**src/common/mem_sys_pkg.sv**
```systemverilog
// Four fixed regions of 1024 words each; region identifiers must stay distinct and unmapped ones fault on read
package mem_sys_pkg;

    // Data and address word width
    localparam int XLEN = 32;

    // One enable per byte lane
    localparam int NUM_BYTES = XLEN / 8;

    // Word offset bits seen by a region RAM
    localparam int ADDR_BITS = 10;

    // Upper address bits that pick the region
    localparam int ID_WIDTH = XLEN - ADDR_BITS;

    localparam int NUM_REGIONS = 4;

    // Region identifiers, entry i belongs to region i
    // 0 and 1 sit at the bottom of the map, 3 holds the top 4 KB
    localparam logic [NUM_REGIONS-1:0][ID_WIDTH-1:0] REGION_ID = {
        22'h3FFFFF,
        22'h000100,
        22'h000001,
        22'h000000
    };

    // Word address, seen either flat or split into region and offset
    typedef union packed {
        logic [XLEN-1:0] word;
        struct packed {
            logic [ID_WIDTH-1:0]  region_id;
            logic [ADDR_BITS-1:0] offset;
        } fld;
    } mem_addr_u;

endpackage
```
**src/mem_read_combiner.sv**
```systemverilog
// Region outputs must be zero when not hit; at most one region may claim a read
`timescale 1ns/100ps

module mem_read_combiner (
    input  logic                                clk,
    input  logic                                rst_n,

    // Per-region read data and hit flags
    input  logic [mem_sys_pkg::XLEN-1:0]        rdata_a [mem_sys_pkg::NUM_REGIONS],
    input  logic [mem_sys_pkg::NUM_REGIONS-1:0] hit_a,
    input  logic [mem_sys_pkg::XLEN-1:0]        rdata_b [mem_sys_pkg::NUM_REGIONS],
    input  logic [mem_sys_pkg::NUM_REGIONS-1:0] hit_b,

    // Reads issued, aligned with the region data
    input  logic                                a_rd_pend,
    input  logic                                b_rd_pend,

    output logic [mem_sys_pkg::XLEN-1:0]        a_rdata,
    output logic                                a_rvalid,
    output logic                                a_fault,
    output logic [mem_sys_pkg::XLEN-1:0]        b_rdata,
    output logic                                b_rvalid,
    output logic                                b_fault
);

    import mem_sys_pkg::*;

    logic [XLEN-1:0] or_data_a;
    logic [XLEN-1:0] or_data_b;

    // OR tree, unselected regions contribute zero
    always_comb begin
        or_data_a = '0;
        or_data_b = '0;
        for (int i = 0; i < NUM_REGIONS; i++) begin
            or_data_a = or_data_a | rdata_a[i];
            or_data_b = or_data_b | rdata_b[i];
        end
    end

    // Output register
    // A pending read that no region claimed becomes a fault
    always_ff @(posedge clk) begin
        if (!rst_n) begin
            a_rdata  <= '0;
            a_rvalid <= 1'b0;
            a_fault  <= 1'b0;
            b_rdata  <= '0;
            b_rvalid <= 1'b0;
            b_fault  <= 1'b0;
        end else begin
            a_rdata  <= or_data_a;
            a_rvalid <= |hit_a;
            a_fault  <= a_rd_pend & ~(|hit_a);
            b_rdata  <= or_data_b;
            b_rvalid <= |hit_b;
            b_fault  <= b_rd_pend & ~(|hit_b);
        end
    end

    // Region identifiers are distinct, so hits never overlap
    hit_onehot: assert property (
        @(posedge clk) disable iff (!rst_n) $onehot0(hit_a) && $onehot0(hit_b)
    ) else $error("mem_read_combiner: more than one region hit");

    // Every hit traces back to a read the request stage saw
    hit_has_pend: assert property (
        @(posedge clk) disable iff (!rst_n)
            ((|hit_a) -> a_rd_pend) && ((|hit_b) -> b_rd_pend)
    ) else $error("mem_read_combiner: region hit without pending read");

endmodule

```
**config.mk**
```make
export PLATFORM = sky130hd
export DESIGN_NAME = mem_read_combiner
export DESIGN_NICKNAME = d
export VERILOG_FILES = /design/src/common/mem_sys_pkg.sv /design/src/mem_read_combiner.sv
export SDC_FILE = /design/constraint.sdc
export NUM_CORES = 1
export LEC_CHECK = 0
export BUFFER_PORTS_ARGS = -buffer_cell sky130_fd_sc_hd__clkbuf_2
export CORE_AREA = 3 3 130 132
export CTS_CLUSTER_SIZE = 25
export DETAILED_ROUTE_END_ITERATION = 6
export DIE_AREA = 0 0 133 135
export GPL_ROUTABILITY_DRIVEN = 0
export PLACE_DENSITY_LB_ADDON = 0.05
export SETUP_SLACK_MARGIN = 0.2
export SKIP_CTS_REPAIR_TIMING = 1
export SLEW_MARGIN = 30
export SYNTH_ARGS = -nofsm -noshare
export SYNTH_HDL_FRONTEND = slang
export SYNTH_SLANG_ARGS = --single-unit
```
**constraint.sdc**
```tcl
create_clock -name clk -period 1 [get_ports clk]
set_clock_uncertainty 0.2 [all_clocks]
set_input_delay 0.05 -clock clk [delete_from_list [all_inputs] [get_ports clk]]
set_output_delay 0.05 -clock clk [all_outputs]
set_load 0.005 [all_outputs]
```
# Word level (Yosys, flattened, before mapping)
# Cells that the tools add are included.
[word_totals] inputBits=268 register_bits=68 output_inout_bits=68 word_cells=18
[classes] n_reduce_logical=2 n_bitwise=10
[ops] op="$or 32x32->32" count=6
[ops] op="$reduce_or 4->1" count=2
[ops] op="$and 1x1->1" count=2
[ops] op="$not 1->1" count=2

# Longest topological paths before layout
[depth] depth_word=3 mapped_depth=4 mapped_depth_nobuf=2

# Worst setup path after synthesis
# OpenSTA, ideal clock, no wires.
[synth_path] path_kind="input to register" start="in rst_n" end="reg a_rdata[0] (netlist name)" stages=4 t_arrival_ns=0.498 setup_ns=0.127 path_slack_ns=0.175 path_cell_list="buf_6 -> buf_8 -> buf_8 -> o41a_2"
[synth_rtl] element="start: declaration" line="mem_read_combiner.sv:6" rtl="input logic rst_n,"
[synth_rtl] element="end signal: assignment" line="mem_read_combiner.sv:52" rtl="a_rdata <= or_data_a;"
[synth_rtl] element="end: declaration" line="mem_read_combiner.sv:18" rtl="output logic [mem_sys_pkg::XLEN-1:0] a_rdata,"
# No word-level cell between the ends.

# Final worst setup path
[layout_path] start="reg b_rdata[7] (netlist name)" end="out b_rdata[7] (netlist name)"
[layout_rtl] element="start: declaration" line="mem_read_combiner.sv:21" rtl="output logic [mem_sys_pkg::XLEN-1:0] b_rdata,"
[layout_rtl] element="start signal: assignment" line="mem_read_combiner.sv:55" rtl="b_rdata <= or_data_b;"
# No word-level cell between the ends.

==> results.md <==
- Commonest non-fill, non-tap cells in the layout: 278 x clkbuf_2, 51 x dfxtp_1, 46 x buf_2, 44 x o41a_1, 20 x o41a_2
- Via density: 3.852
- I/O pin total: 336
- Vias in the first global route: 2879
- CP Cell Sequence: buf_6
- # diodes: 0
- CP Depth: 1
- TritonRoute pass-1 iters: 6
- GR Util All Layers: 11.41%
- Final Hold Viols: 68
- Pin slew with the least headroom to its limit: 0.2335 ns
- #FFs+latches synth: 68
- VDD IR-drop max: 0.0007255 V
- Routed len/inst: 15.10 um
- Fmax: 993.7 MHz
- Sw frac: 22.04%
- Synth warnings: 0
- Largest net degree at the start of global routing: 30
- Total grt overflow: 0
- Mapped Area: 0.002243 sq mm
- CTS buffer count: 9
- First-pass GRT wire length: 15340 um
- Die area: 0.01796 sq mm
- Synth Instances: 146
- Crit path capture type: output pin
- Crit path capture: b_rdata[7]
- Crit path from: b_rdata[7]
- Layout cell share with drive strength beyond 1: 78.95%
- Switch Pwr: 1.530 mW
- Clock share of power: 43.4%
- DRT antenna net count: 0
- Compound-cell area share of the yosys netlist: 33.24%
- Slew margin rel.: 84.31%
- Outcome: finished, violations left
- Required @ worst endpoint: 0.75 ns
- Number of buffers on the longest clock path: 2
- Type of origin of the critical path: flip-flop
- Register area share after synthesis: 60.68%
- Min cycle time layout: 1.006 ns
- Post-synthesis mux area share: 0%
- Total core area: 0.01583 sq mm
- Hold path cells: 2
- Die width: 133 um
- Seq pwr share: 42.2%
- Initial antenna violation count: 0
- Synth cell types: 9
- Cell Int Power: 5.413 mW
- Clock sinks: 68
- Combinational Power Share: 14.4%
- CP delay by family, top: flip-flops
- Crit Path Max Fanout: 1
- Drt drc: 0
- Max-Cap Viols: 0
- Setup TNS: -0.04751 ns
- Commonest non-fill, non-tap cell in the layout: clkbuf_2
- Post-detail-place hpwl: 9221 um
- Worst hold path class: in2reg
- Layout Nets: 757
- Final worst setup slack: -0.006332 ns
- PwrDens: 1528 mW/mm^2
- Post-synthesis adder-cell area fraction: 0%
- Util after Layout: 28.71%
- CP Class: reg2out
- Via count: 2735
- Clock Root Buffer: clkbuf_16
- Mean post-synth cell area: 15.37 sq um
- Post-Synth XOR/XNOR Area: 0%
- DIE HEIGHT: 135 um
- CTS tree: done
- Leakage power: 2.289 nW
- WP buf/inv: 1
- Hold slack: -0.2840 ns
- Input/output buffers: 335
- H-tree depth: 3
- Largest family of logic cells by synthesized area: compound AO/OA/AOI/OAI gates
- Failing checks: hold timing, setup timing
- Tcrit/Tclk final: 100.6%
- Post-Syn Nets: 414
- Initial Utilization: 14.17%
- Final setup fails: 14
- Layout Area Growth over Synthesis: 102.6%
- Post-Route WL: 10720 um
- Area share of and/or/nand/nor cells after synthesis: 2.231%
- Row cnt: 46
- Clock slew at reported path FFs: 0.05 ns
- Crit path largest cell delay: 0.32 ns
- RSZ-0062 raised after global routing: yes
- Slowest stage cell, crit path: dfxtp_2
- Pins Over Slew Limit: 0
- CP arrival: 0.76 ns
- DRT iter0 DRCs: 41
-- through the flow --
step	cell area [sq um]	total power [mW]	std cells	setup slack (ns)	hold slack, ns
final	4544	6.943	710	-0.006332	-0.2840
after global routing	4544	7.352	710	-0.05597	-0.2954
after floorplan	2247	3.211	146	0.1756	-0.02922
after global placement	4151	3.980	692	0.06485	0.05798
after detailed placement	4151	3.967	692	0.06387	0.05933
after CTS	4434	7.100	708	-0.05515	-0.3015
-- synthesized netlist by cell type --
library cell / count / area [sq um]
and3_1: 2 / 12.51
buf_4: 4 / 30.03
buf_6: 1 / 11.26
buf_8: 3 / 45.04
dfxtp_1: 68 / 1361
nor2b_1: 2 / 12.51
nor4_2: 2 / 25.02
o41a_1: 44 / 495.5
o41a_2: 20 / 250.2
-- cell families (layout without fill, tap and decap cells) --
family | count (synthesis) | in the layout
buffers and inverters | 8 | 356
AND/OR/NAND/NOR | 6 | 6
flip-flops | 68 | 68
AO/OA/AOI/OAI | 64 | 64
-- power by group through the flow --
stage / registers [mW] / clock network [mW] / logic (mW)
after floorplan: 3.00 / 0 / 0.206
after global placement: 2.98 / 0 / 1.00
after detailed placement: 2.98 / 0 / 0.986
after CTS: 2.92 / 3.18 / 0.995
after global routing: 2.94 / 3.30 / 1.11
final: 2.93 / 3.01 / 1.00
-- final cells by class --
type,instances,area [sq um]
fillers,1683,11280
clock buffers,15,277.8
flip-flops and latches,68,1383
repair buffers,340,1813
clock inverters,1,5.005
well taps,216,270.3
multi-input cells,70,795.8
-- per-layer routing --
| metal | GRT usage (%) | wire length, um |
|---|---|---|
| met5 | 0 | 0 |
| met4 | 4.792 | 204 |
| met3 | 5.738 | 1257 |
| met2 | 21.50 | 5784 |
| met1 | 10.26 | 3477 |
-- state kept, by name, indices dropped and copies added (netlist names) --
| signal | count |
|---|---|
| b_rvalid | 1 |
| a_rdata | 32 |
| b_rdata | 32 |
| a_fault | 1 |
| b_fault | 1 |
| a_rvalid | 1 |
-- worst min-delay path by stage --
stage,slack [ns],endpoint,start
2_1_floorplan,-0.03,a_rdata[0],rdata_a[0]
3_3_place_gp,0.06,a_rdata[7],rdata_a[7]
3_5_place_dp,0.06,a_rdata[8],rdata_a[8]
4_1_cts,-0.30,a_rdata[8],rdata_a[8]
5_1_grt,-0.30,a_rdata[8],rdata_a[8]
6_report,-0.28,a_rdata[8],rdata_a[8]
(Power assumes the default switching activity.)
